<file path="src/ciPkg.sv">
`default_nettype none

package ciPkg;

  // Processor data path width, shared by both operands and the result.
  localparam int dataWidth = 32;

  typedef logic [dataWidth-1:0] ciWord_t;
  typedef logic [7:0]           ciId_t;

  // Each instruction unit decodes its own number from ciN.
  localparam ciId_t swapByteId  = 8'd1;
  localparam ciId_t delayId     = 8'd6;
  localparam ciId_t grayscaleId = 8'd9;
  localparam ciId_t profileId   = 8'd12;

  localparam int numRequesters = 5;

  typedef logic [numRequesters-1:0] busRequest_t; // Index 4 has the highest priority.

  typedef logic [1:0] profileSel_t; // Selector value 3 reads as zero.

endpackage

`default_nettype wire

</file>
<file path="src/pixelDataCi.sv">
`timescale 1ns/1ps
`default_nettype none

module pixelDataCi (
  input  wire                 ciStart,
  input  wire ciPkg::ciId_t   ciN,
  input  wire ciPkg::ciWord_t ciDataA,
  input  wire ciPkg::ciWord_t ciDataB,
  output logic                done,
  output ciPkg::ciWord_t      result
);

  logic           isSwap;
  logic           isGray;
  ciPkg::ciWord_t swapped;
  logic [7:0]     red8;
  logic [7:0]     green8;
  logic [7:0]     blue8;
  logic [15:0]    weightedSum;

  assign isSwap = ciStart && (ciN == ciPkg::swapByteId);
  assign isGray = ciStart && (ciN == ciPkg::grayscaleId);
  assign done   = isSwap | isGray; // Both instructions finish in their start cycle.

  // Bit 0 of the second operand selects a full byte reversal.
  assign swapped = ciDataB[0] ?
                   {ciDataA[7:0], ciDataA[15:8], ciDataA[23:16], ciDataA[31:24]} :
                   {ciDataA[15:0], ciDataA[31:16]};

  // RGB565 channels, each left-aligned to eight bits.
  assign red8   = {ciDataA[15:11], 3'b000};
  assign green8 = {ciDataA[10:5], 2'b00};
  assign blue8  = {ciDataA[4:0], 3'b000};

  // The weights add up to 256, so the sum never leaves 16 bits.
  assign weightedSum = 16'd54 * red8 + 16'd183 * green8 + 16'd19 * blue8;

  always_comb begin
    result = '0; // An unaddressed unit must keep the shared result at zero.
    if (isSwap) begin
      result = swapped;
    end else if (isGray) begin
      result = {{(ciPkg::dataWidth - 8){1'b0}}, weightedSum[15:8]};
    end
  end

endmodule

`default_nettype wire

</file>
<file path="src/delayCi.sv">
`timescale 1ns/1ps
`default_nettype none

module delayCi #(
  parameter int cyclesPerMicrosecond = 74
) (
  input  wire                 systemClock,
  input  wire                 arstN,
  input  wire                 ciStart,
  input  wire ciPkg::ciId_t   ciN,
  input  wire ciPkg::ciWord_t ciDataA,
  output logic                done,
  output ciPkg::ciWord_t      result
);

  localparam int prescaleWidth =
    (cyclesPerMicrosecond > 1) ? $clog2(cyclesPerMicrosecond) : 1;
  localparam logic [prescaleWidth-1:0] prescaleReload =
    prescaleWidth'(cyclesPerMicrosecond - 1);

  logic                     start;
  logic                     busy;
  logic [prescaleWidth-1:0] prescaler;
  ciPkg::ciWord_t           microseconds;
  logic                     tick;
  logic                     lastTick;

  assign start = ciStart && (ciN == ciPkg::delayId);
  assign tick  = (prescaler == '0); // One microsecond has elapsed.

  // A zero count ends on the first cycle after the start.
  assign lastTick = (microseconds == '0) ||
                    ((microseconds == ciPkg::ciWord_t'(1)) && tick);

  assign done   = busy && lastTick;
  assign result = '0;

  always_ff @(posedge systemClock or negedge arstN) begin
    if (!arstN) begin
      busy         <= 1'b0;
      prescaler    <= '0;
      microseconds <= '0;
    end else if (start) begin
      busy         <= 1'b1;
      prescaler    <= prescaleReload;
      microseconds <= ciDataA;
    end else if (busy) begin
      if (lastTick) begin
        busy <= 1'b0; // The processor is released in this very cycle.
      end
      if (tick) begin
        prescaler    <= prescaleReload;
        microseconds <= microseconds - 1'b1;
      end else begin
        prescaler <= prescaler - 1'b1;
      end
    end
  end

endmodule

`default_nettype wire

</file>
<file path="src/profileCi.sv">
`timescale 1ns/1ps
`default_nettype none

module profileCi (
  input  wire                 systemClock,
  input  wire                 arstN,
  input  wire                 ciStart,
  input  wire ciPkg::ciId_t   ciN,
  input  wire ciPkg::ciWord_t ciDataA,
  input  wire ciPkg::ciWord_t ciDataB,
  input  wire                 stall,
  input  wire                 busIdle,
  output logic                done,
  output ciPkg::ciWord_t      result
);

  localparam int numCounters = 3;

  logic                   start;
  ciPkg::profileSel_t     select;
  logic [numCounters-1:0] conditions;
  logic [numCounters-1:0] enables;
  logic [numCounters-1:0] setEnables;
  logic [numCounters-1:0] clearEnables;
  logic [numCounters-1:0] clearCounters;
  ciPkg::ciWord_t         counters [numCounters];

  assign start  = ciStart && (ciN == ciPkg::profileId);
  assign select = ciDataA[1:0];
  assign done   = start;

  // Counter 0 counts every cycle, 1 the stalled ones and 2 the idle bus cycles.
  assign conditions = {busIdle, stall, 1'b1};

  assign setEnables    = start ? ciDataB[2:0] : '0;
  assign clearEnables  = start ? ciDataB[6:4] : '0;
  assign clearCounters = start ? ciDataB[10:8] : '0;

  // The read returns the value from before this cycle's update.
  always_comb begin
    result = '0;
    if (start) begin
      case (select)
        2'd0:    result = counters[0];
        2'd1:    result = counters[1];
        2'd2:    result = counters[2];
        default: result = '0;
      endcase
    end
  end

  always_ff @(posedge systemClock or negedge arstN) begin
    if (!arstN) begin
      enables <= '0;
      for (int i = 0; i < numCounters; i++) begin
        counters[i] <= '0;
      end
    end else begin
      enables <= (enables | setEnables) & ~clearEnables; // A disable beats an enable.
      for (int i = 0; i < numCounters; i++) begin
        if (clearCounters[i]) begin
          counters[i] <= '0;
        end else if (enables[i] && conditions[i]) begin
          counters[i] <= counters[i] + 1'b1;
        end
      end
    end
  end

endmodule

`default_nettype wire

</file>
<file path="src/busArbiter.sv">
`timescale 1ns/1ps
`default_nettype none

module busArbiter #(
  parameter int busTimeout = 1024
) (
  input  wire                     systemClock,
  input  wire                     arstN,
  input  wire ciPkg::busRequest_t busRequests,
  input  wire                     endTransaction,
  input  wire                     dataValid,
  output ciPkg::busRequest_t      busGrants,
  output logic                    busIdle,
  output logic                    busError,
  output logic                    endTransactionOut
);

  localparam int timerWidth = $clog2(busTimeout + 1);

  logic                  granted;
  logic                  timeout;
  logic [timerWidth-1:0] watchdog;
  ciPkg::busRequest_t    nextGrant;

  assign granted = |busGrants;
  assign busIdle = ~granted;

  // A transaction that ends on its own in the timeout cycle is not an error.
  assign timeout = granted && !endTransaction &&
                   (watchdog == timerWidth'(busTimeout));

  assign busError          = timeout;
  assign endTransactionOut = timeout; // Closes the stalled transaction for all parties.

  // Fixed priority. A later, higher index overrides a lower one.
  always_comb begin
    nextGrant = '0;
    for (int i = 0; i < ciPkg::numRequesters; i++) begin
      if (busRequests[i]) begin
        nextGrant    = '0;
        nextGrant[i] = 1'b1;
      end
    end
  end

  always_ff @(posedge systemClock or negedge arstN) begin
    if (!arstN) begin
      busGrants <= '0;
      watchdog  <= '0;
    end else if (granted) begin
      if (endTransaction || timeout) begin
        busGrants <= '0; // The bus then stays idle for at least one cycle.
      end
      if (dataValid) begin
        watchdog <= timerWidth'(1);
      end else begin
        watchdog <= watchdog + 1'b1;
      end
    end else begin
      busGrants <= nextGrant;
      watchdog  <= '0;
    end
  end

endmodule

`default_nettype wire

</file>
<file path="src/ciBusCluster.sv">
`timescale 1ns/1ps
`default_nettype none

module ciBusCluster #(
  parameter int cyclesPerMicrosecond = 74,
  parameter int busTimeout           = 1024
) (
  input  wire                     systemClock,
  input  wire                     arstN,
  input  wire                     ciStart,
  input  wire ciPkg::ciId_t       ciN,
  input  wire ciPkg::ciWord_t     ciDataA,
  input  wire ciPkg::ciWord_t     ciDataB,
  input  wire                     stall,
  input  wire ciPkg::busRequest_t busRequests,
  input  wire                     endTransaction,
  input  wire                     dataValid,
  output wire                     ciDone,
  output wire ciPkg::ciWord_t     ciResult,
  output wire ciPkg::busRequest_t busGrants,
  output wire                     busIdle,
  output wire                     busError,
  output wire                     endTransactionOut
);

  wire                 pixelDone;
  wire                 delayDone;
  wire                 profileDone;
  wire ciPkg::ciWord_t pixelResult;
  wire ciPkg::ciWord_t delayResult;
  wire ciPkg::ciWord_t profileResult;

  // Units that are not addressed drive zero, so a plain OR merges them.
  assign ciDone   = pixelDone | delayDone | profileDone;
  assign ciResult = pixelResult | delayResult | profileResult;

  pixelDataCi u_pixelDataCi (
    .ciStart(ciStart),
    .ciN(ciN),
    .ciDataA(ciDataA),
    .ciDataB(ciDataB),
    .done(pixelDone),
    .result(pixelResult)
  );

  delayCi #(
    .cyclesPerMicrosecond(cyclesPerMicrosecond)
  ) u_delayCi (
    .systemClock(systemClock),
    .arstN(arstN),
    .ciStart(ciStart),
    .ciN(ciN),
    .ciDataA(ciDataA),
    .done(delayDone),
    .result(delayResult)
  );

  profileCi u_profileCi (
    .systemClock(systemClock),
    .arstN(arstN),
    .ciStart(ciStart),
    .ciN(ciN),
    .ciDataA(ciDataA),
    .ciDataB(ciDataB),
    .stall(stall),
    .busIdle(busIdle), // Idle cycles of the arbiter are profiled.
    .done(profileDone),
    .result(profileResult)
  );

  busArbiter #(
    .busTimeout(busTimeout)
  ) u_busArbiter (
    .systemClock(systemClock),
    .arstN(arstN),
    .busRequests(busRequests),
    .endTransaction(endTransaction),
    .dataValid(dataValid),
    .busGrants(busGrants),
    .busIdle(busIdle),
    .busError(busError),
    .endTransactionOut(endTransactionOut)
  );

endmodule

`default_nettype wire

</file>
<file path="config.mk">
export PLATFORM = sky130hd
export DESIGN_NAME = ciBusCluster
export DESIGN_NICKNAME = d
export VERILOG_FILES = /design/src/ciPkg.sv /design/src/pixelDataCi.sv /design/src/delayCi.sv /design/src/profileCi.sv /design/src/busArbiter.sv /design/src/ciBusCluster.sv
export SDC_FILE = /design/constraint.sdc
export NUM_CORES = 1
export LEC_CHECK = 0
export BUFFER_PORTS_ARGS = -buffer_cell sky130_fd_sc_hd__buf_2
export CAP_MARGIN = 5
export CORE_MARGIN = 3
export CORE_UTILIZATION = 57
export DETAILED_ROUTE_END_ITERATION = 10
export PLACE_DENSITY = 0.84
export SLEW_MARGIN = 20
export SYNTH_ARGS = -nofsm -noshare
export SYNTH_HDL_FRONTEND = slang
export SYNTH_HIERARCHICAL = 1
export SYNTH_SLANG_ARGS = --single-unit
</file>
<file path="constraint.sdc">
create_clock -name systemClock -period 11.7 [get_ports systemClock]
set_input_delay 2.925 -clock systemClock [delete_from_list [all_inputs] [get_ports systemClock]]
set_output_delay 2.925 -clock systemClock [all_outputs]
set_load 0.005 [all_outputs]
</file>
==> impl_results.md, run 1 <==
* Outcome: finished, final reports clean
* Post-synthesis register bit count at about 160
* Cell area after synthesis at 0.0125 mm2
* FF-to-FF path depth at 6
* Inserted Diodes at 0
* DIE WIDTH at 154 um
* GRT Util Overall at 27.7%
* Number of fill cells at approximately 1700
* Syn Area/Cell at roughly 8.7 um2
* Critical path class: in -> out
* Hpwl dp at 24500 um
* Commonest non-fill, non-tap cell in the layout: nor2_1
* Fraction of registers with async set/reset at 100%
* Worst r2r dst: u_profileCi/counters[15]$_DFFE_PN0P_
* Largest net degree at the start of global routing at 85
* Die height at 154 um
* Yosys warns at 6
* Post-placement cell count at between 1500 and 2000
* Port buffer count at 100
* CTS Buffer Depth at 2
* Non-filler cells, final at 1790
* Clock slew seen by the registers of the worst setup and hold paths at around 0.07 ns
* Peak supply drop at between 0.00015 and 0.0002 V
* CTS tree: yes
* Cell Pwr Density at a little under 200 mW/mm2
* Vias per cell at about 6.3
* Mapped Cells at ~1400
* RSZ-0062 raised after global routing: no
* CTS H-tree depth at 4
* Hold crit path type: reg -> reg
* CP max FO at 7
* Max-slew headroom at a little under two fifths
* Row count at 53
* Remaining DRCs at 0
* Final period utilization at 97.2%
* Layout Skew at 0.0148 ns
* CP startpoint kind: primary input
* Setup TNS at 0 ns
* Tmin final at between 10 and 15 ns
* Yosys cell types at a little under 70
* Number of enable flip-flop cells after synthesis at 0
* Crit end category: output port
* First drt pass iteration count at 6
* CP Capture Point: ciResult[7]
* Prevailing post-synth register cell: dfrtp_1
* Seq/Total Area, Yosys at 30.9%
* Avg WL per Cell at roughly 19 um
* P_leak at a little under 6 nW
* Initial antenna violation count at 1
* WL final at between 30000 and 40000 um
* Worst skew pair latency at 0.43 ns
* Max Clk Rate at between 80 and 90 MHz
* R2r startpoint: u_busArbiter/busGrants[2]$_DFFE_PN0P_
* Global placement routability congestion at about 0.93
* Register Area at roughly 0.0039 mm2
* Core area at 0.0213 mm2
* FF-to-FF setup slack at around 8.5 ns
* Vias in the first global route at approximately 11000
* Slew @ Worst Pin at approximately 0.94 ns
* Max Cap Violations at 0
* ANT nets after route at 0
* Num CTS Buffers at 17
* Nets@finish at approximately 1700
* First-pass GRT wire length at between 50000 and 60000 um
* CTS root buf: clkbuf_16
* Fraction of layout cells with a size suffix above 1 at between 10% and 20%
* Die area at 0.0238 mm2
* CP startpoint: ciDataA[9]
* CTS sink count at roughly 160
* # setup viols final at 0
* Initial core utilization at between 50% and 60%
* Iter 0 DRT Violations at between 1000 and 1500
* IO Count at around 120
* Worst path required time at roughly 9 ns
* Post-CTS Setup Repair Bufs at 0
* WP data arrival at roughly 8.5 ns
* Footprint of the multi-input gates at about 0.008 mm2
* Via count at between 10000 and 15000
* Max-slew violations at 0
* Gr ovfl total at 0
* Most frequent cells in the layout: nor2_1, dfrtp_1, a21oi_1, buf_2, inv_1
* Syn-to-layout area delta at 8.24%
* Final hold vios at 0
==> per-layer routing <==
layer / vias up / track usage (%) / routed length, um
met5: - / 0 / 11
met1: 5365 / 37.1 / 13800
met4: 2 / 8.58 / 923
met3: 72 / 7.30 / 3230
met2: 508 / 44.1 / 15400
li1: 5268 / - / -
==> cells in the mapped netlist, types with 8 or more instances <==
| master | n | area, um2 |
|---|---|---|
| and4_1 | 10 | 87.6 |
| xnor2_1 | 61 | 534 |
| o21a_1 | 8 | 60.1 |
| buf_2 | 8 | 40.0 |
| a21oi_1 | 120 | 601 |
| dfrtp_1 | 155 | 3880 |
| xor2_1 | 26 | 228 |
| o21ai_0 | 28 | 140 |
| mux2i_1 | 64 | 641 |
| buf_4 | 33 | 248 |
| or4_4 | 11 | 124 |
| ha_1 | 82 | 1030 |
| nor2_1 | 165 | 619 |
| nor4_1 | 33 | 206 |
| nand4_1 | 26 | 163 |
| o31ai_1 | 46 | 345 |
| nand3_1 | 41 | 205 |
| nor3_1 | 27 | 135 |
| or4_1 | 46 | 345 |
| clkbuf_1 | 50 | 188 |
| a211oi_1 | 8 | 60.1 |
| or3_1 | 63 | 394 |
| nand2_1 | 81 | 304 |
| inv_1 | 91 | 342 |
| a31oi_1 | 8 | 50.1 |
| o21ai_1 | 18 | 90.1 |
| fa_1 | 25 | 500 |
==> layout make-up <==
cell class | count | share of cell area, %
Clock buffer | 18 | 3.24
Inverter | 91 | 2.52
Timing Repair Buffer | 106 | 4.09
Clock inverter | 14 | 1.00
Sequential cell | 155 | 28.6
Multi-Input combinational cell | 1131 | 58.0
Tap cell | 275 | 2.54
==> cell families (layout without fill, tap and decap cells) <==
| group | count (synthesis) | in the layout | synth area share (%) |
|---|---|---|---|
| mux | 64 | 64 | 5.11 |
| other cells | 1 | 32 | 0.0299 |
| flops | 155 | 155 | 30.9 |
| fa+ha+maj | 107 | 107 | 12.2 |
| simple gates | 563 | 563 | 24.6 |
| compound gates | 278 | 278 | 13.8 |
| xor+xnor | 87 | 87 | 6.08 |
| buf+inv | 193 | 229 | 7.27 |
==> sequential cells by signal, summed over array words and instances, names as in the netlist <==
signal / flops
u_delayCi/prescaler: 7
u_busArbiter/busGrants: 5
u_delayCi/busy: 1
u_profileCi/counters: 96
u_profileCi/enables: 3
u_delayCi/microseconds: 32
u_busArbiter/watchdog: 11
==> where the power goes <==
group	total, mW	switching (mW)	internal, mW
registers	0.811	0.165	0.646
clock network	0.548	0.244	0.304
logic	1.27	0.755	0.515
==> critical path, cell delays in order <==
cell and delay, ns:
buf_2 0.18, fa_1 0.52, inv_1 0.05, fa_1 0.49, fa_1 0.52, inv_1 0.04, ha_1 0.33, a21oi_2 0.17
o21bai_1 0.12, a2111oi_2 0.40, nor2_1 0.11, xnor2_1 0.22, fa_1 0.45, ha_1 0.40, nand2_1 0.08, nor2_1 0.20
o211ai_1 0.14, a21oi_2 0.16, xor2_1 0.18, xnor2_1 0.15, o22ai_2 0.08, or3_1 0.37, buf_2 0.15
==> worst min path at each step <==
stage,start,end,slack [ns],cells after the start
floorplan,u_delayCi/prescaler[6]$_DFFE_PN0P_,u_delayCi/prescaler[6]$_DFFE_PN0P_,0.48,2
global placement,u_delayCi/prescaler[6]$_DFFE_PN0P_,u_delayCi/prescaler[6]$_DFFE_PN0P_,0.51,2
detailed placement,u_busArbiter/busGrants[4]$_DFFE_PN0P_,u_busArbiter/busGrants[4]$_DFFE_PN0P_,0.51,1
CTS,u_busArbiter/busGrants[4]$_DFFE_PN0P_,u_busArbiter/busGrants[4]$_DFFE_PN0P_,0.54,1
global route,u_busArbiter/busGrants[0]$_DFFE_PN0P_,u_busArbiter/busGrants[0]$_DFFE_PN0P_,0.56,1
finish,u_busArbiter/busGrants[0]$_DFFE_PN0P_,u_busArbiter/busGrants[0]$_DFFE_PN0P_,0.53,1
==> repair_timing <==
| item | in CTS | in global routing |
|---|---|---|
| endpoints found under the hold margin | 0 | 0 |
| hold buffers | 0 | 0 |
| gates resized for setup | 0 | 1 |
| endpoints found under the setup margin | 0 | 1 |
==> stage by stage <==
| stage | area (um2) | hold slack [ns] | power (mW) | util, % | worst slack, ns |
|---|---|---|---|---|---|
| floorplan | 12700 | 0.485 | 1.77 | - | 0.994 |
| global placement | 13000 | 0.508 | 2.01 | 61.0 | 0.335 |
| detailed placement | 13000 | 0.512 | 2.06 | 61.0 | 0.300 |
| CTS | 13600 | 0.535 | 2.62 | 63.7 | 0.275 |
| global route | 13600 | 0.564 | 2.84 | 63.8 | 0.0386 |
| finish | 13600 | 0.533 | 2.63 | 63.8 | 0.324 |
No activity file was read; power rests on OpenSTA's default activity.
==> run 2: changes to the inputs <==
--- a/config.mk
+++ b/config.mk
@@ -10,9 +10,8 @@
 export CORE_MARGIN = 3
 export CORE_UTILIZATION = 57
 export DETAILED_ROUTE_END_ITERATION = 10
-export PLACE_DENSITY = 0.84
+export PLACE_DENSITY = 0.85
 export SLEW_MARGIN = 20
 export SYNTH_ARGS = -nofsm -noshare
 export SYNTH_HDL_FRONTEND = slang
-export SYNTH_HIERARCHICAL = 1
 export SYNTH_SLANG_ARGS = --single-unit
==> run 2 against run 1 <==
Net effect:
- maximum frequency increased by 0.57%
- cell count decreased by 12%
- sequential cell count unchanged
- clock skew decreased by 0.0082 ns
- sequential power decreased by 17%
- cell area decreased by 8.3%
- synthesized cell count decreased by 15%
- synthesized area decreased by 11%
- power decreased by 17%
- largest cell class unchanged
==> impl_results.md, run 2 <==
* Prevailing post-synth register cell: dfrtp_1
* Worst path top cell family by delay: adder cells
* Peak supply drop at 0.000146 V (-7.7%)
* Avg WL per Cell at 18.4 um (-1.0%)
* Die area at 0.0212 mm2 (-11%)
* CP startpoint kind: primary input
* Initial antenna violation count at 1 (unchanged)
* Inserted Diodes at 0 (unchanged)
* Crit path cell chain: buf_2, fa_1, inv_1, fa_1, fa_1, inv_1, ha_1, a21oi_1, nor2_1, o21ai_0, nand2b_1, a21oi_1, xor2_1, fa_1, inv_1, ha_1, and4_1, a221oi_2, o21bai_1, xor2_1, nand2_1, o221ai_1, buf_2
* P_leak at 5.55 nW (-5.8%)
* Post-synthesis register bit count at 155 (unchanged)
* Hold crit path type: reg -> reg
* Iter 0 DRT Violations at 1112 (-7.7%)
* Seq/Total Area, Yosys at 34.9% (+4.0 points)
* Die height at 146 um (-5.6%)
* Most frequent cells in the layout: dfrtp_1, nor2_1, nand2_1, buf_2, inv_1
* Mux cell area share after synthesis at 2.97% (-2.1 points)
* Non-filler cells, final at 1571 (-12%)
* Number of enable flip-flop cells after synthesis at 0 (unchanged)
* Max Clk Rate at 88.4 MHz (+0.57%)
* WP data arrival at 8.39 ns (-0.06 ns)
* Syn-to-layout area delta at 12.0%
* XOR/XNOR Fraction of Synth Area at 11.3% (+5.2 points)
* CTS root buf: clkbuf_16
* Port buffer count at 100 (unchanged)
* Cell area after synthesis at 0.0111 mm2 (-11%)
* Number of fill cells at 1456 (-16%)
* Remaining DRCs at 0 (unchanged)
* Max-slew violations at 0 (unchanged)
* Nets@finish at 1491 (-12%)
* Mapped Cells at 1225 (-15%)
* Worst path required time at 8.78 ns (about the same)
* CP max stage delay at 0.56 ns (+0.04 ns)
* Slew @ Worst Pin at 1.04 ns (+0.0979 ns)
* Compound-cell area share of the yosys netlist at 12.4% (-1.4 points)
* IO Count at 124 (unchanged)
* # setup viols final at 0 (unchanged)
* Setup TNS at 0 ns (unchanged)
* Register Area at 0.00388 mm2 (unchanged)
* Syn Area/Cell at 9.07 um2 (+4.8%)
* Synth area leaders: dfrtp_1, ha_1, xnor2_1
* Core area at 0.0190 mm2 (-11%)
* Post-Syn Nets at between 1000 and 1500
* Final core occ at 65.7% (+1.9 points)
* RSZ-0062 raised after global routing: no
* Commonest non-fill, non-tap cell in the layout: dfrtp_1
* Initial core utilization at 58.6% (-0.28 points)
* Footprint of the multi-input gates at 0.00676 mm2 (-14%)
* CTS Buffer Depth at 2 (unchanged)
* Adder-Cell Fraction of Synth Area at 14.0% (+1.8 points)
* Most frequent cell after synthesis: dfrtp_1
* Most used cell along the critical path: fa_1
* Gr ovfl total at 0 (unchanged)
* Via count at 9677 (-14%)
* Post-placement cell count at 1540 (-12%)
* Cell Pwr Density at 174 mW/mm2 (-10%)
* Fraction of layout cells with a size suffix above 1 at 11.7% (-0.46 points)
* CTS sink count at 155 (unchanged)
* DIE WIDTH at 146 um (-5.6%)
* ANT nets after route at 0 (unchanged)
* Vias per cell at 6.16 (-1.7%)
* Post-synth top cells: dfrtp_1, nor2_1, nand2_1
* Post-Synth Simple-Gate Area at 20.0% (-4.6 points)
* WL final at 29000 um (-13%)
* Row count at 50 (-5.7%)
* Slowest CP cell: fa_1
* Critical path class: in -> out
* Largest net degree at the start of global routing at 98 (+15%)
* Max-slew headroom at 30.7% (-6.5 points)
* Crit end category: output port
* Num CTS Buffers at 17 (unchanged)
* Final period utilization at 96.7% (-0.55 points)
* CTS Hold Bufs at 0 (unchanged)
* Final hold vios at 0 (unchanged)
* Clock slew seen by the registers of the worst setup and hold paths at 0.06 ns (about the same)
* Worst skew pair latency at 0.43 ns (about the same)
* Vias in the first global route at 9343 (-12%)
* Post-route cell area at 0.0124 mm2 (-8.3%)
* Yosys cell types at 59 (-14%)
* Outcome: finished, final reports clean
* Fraction of registers with async set/reset at 100% (unchanged)
* Largest family of logic cells by synthesized area: simple AND/OR/NAND/NOR gates
* CTS tree: yes
* Register name with the most flops: u_profileCi.counters
* First drt pass iteration count at 8 (+2)
* Post-CTS Setup Repair Bufs at 0 (unchanged)
* Layout Skew at 0.00668 ns (-0.00815 ns)
* Max Cap Violations at 0 (unchanged)
* Area leader, netlist: dfrtp_1
* CP max FO at 7 (unchanged)
* Regs by FF count: u_profileCi.counters: 96 flops, u_delayCi.microseconds: 32 flops, u_busArbiter.watchdog: 11 flops
* CTS H-tree depth at 4 (unchanged)
* Tmin final at 11.31 ns (-0.0647 ns)
* Overall Power at 2.17 mW (-17%)
* Resized cells post-CTS at 0 (unchanged)
* Placed cell areas at 0.0118 mm2 (-9.2%)
* Largest register FFs at 96 (unchanged)
* Hpwl dp at 21200 um (-13%)
* First-pass GRT wire length at 47100 um (-12%)
* Yosys warns at 0 (-6)
* GRT Util Overall at 27.2% (-0.43 points)
* WP buf/inv at 5 (+1)
* Yosys top cell area share at 34.9% (+4.0 points)
* Global placement routability congestion at 0.905 (-2.9%)
run 2: stage by stage:
| stage | setup WS (ns) | hold slack (ns) |
|---|---|---|
| detailed placement | 0.388 | 0.515 |
| global placement | 0.484 | 0.496 |
| finish | 0.389 | 0.528 |
| floorplan | 1.13 | 0.473 |
| global route | 0.0982 | 0.559 |
| CTS | 0.346 | 0.531 |
run 2: power breakdown:
part / total (mW) / switching, mW / internal, mW
logic: 0.897 / 0.534 / 0.363
registers: 0.670 / 0.0787 / 0.591
clock network: 0.604 / 0.219 / 0.384
run 2: layer usage:
metal	vias to the layer above	wire length, um	GRT usage (%)
met5	-	7	0
met1	4662	11900	37.0
met2	474	13500	43.0
met3	71	2700	5.92
li1	4468	-	-
met4	2	940	10.5
run 2: cell type report:
| class | count | area share (%) |
|---|---|---|
| Timing Repair Buffer | 103 | 4.25 |
| Inverter | 84 | 2.53 |
| Clock buffer | 21 | 3.62 |
| Tap cell | 260 | 2.61 |
| Sequential cell | 155 | 31.2 |
| Multi-Input combinational cell | 938 | 54.3 |
| Clock inverter | 10 | 1.53 |
run 2: cells by family after synthesis:
| kind of cell | Yosys count |
|---|---|
| and+or+nand+nor | 449 |
| AOI/OAI and AO/OA | 204 |
| DFF | 155 |
| xor gates and xnor gates | 143 |
| buffers and inverters | 132 |
| adders and majority gates | 109 |
| muxes | 33 |
run 2: final timing paths:
path	startpoint	to	slack, ns	depth (start not counted)
setup / recovery	ciDataA[8]	ciResult[5]	0.39	23
hold / removal	u_busArbiter.busGrants[0]$_DFFE_PN0P_	u_busArbiter.busGrants[0]$_DFFE_PN0P_	0.53	1
setup reg to reg	u_delayCi.prescaler[0]$_DFFE_PN0P_	u_delayCi.microseconds[23]$_DFFE_PN0P_	8.89	9
hold reg to reg	u_busArbiter.busGrants[0]$_DFFE_PN0P_	u_busArbiter.busGrants[0]$_DFFE_PN0P_	0.53	1
max in group asynchronous	arstN	u_delayCi.microseconds[3]$_DFFE_PN0P_	7.80	2
min in group asynchronous	arstN	u_profileCi.counters[8]$_DFFE_PN0P_	2.60	1
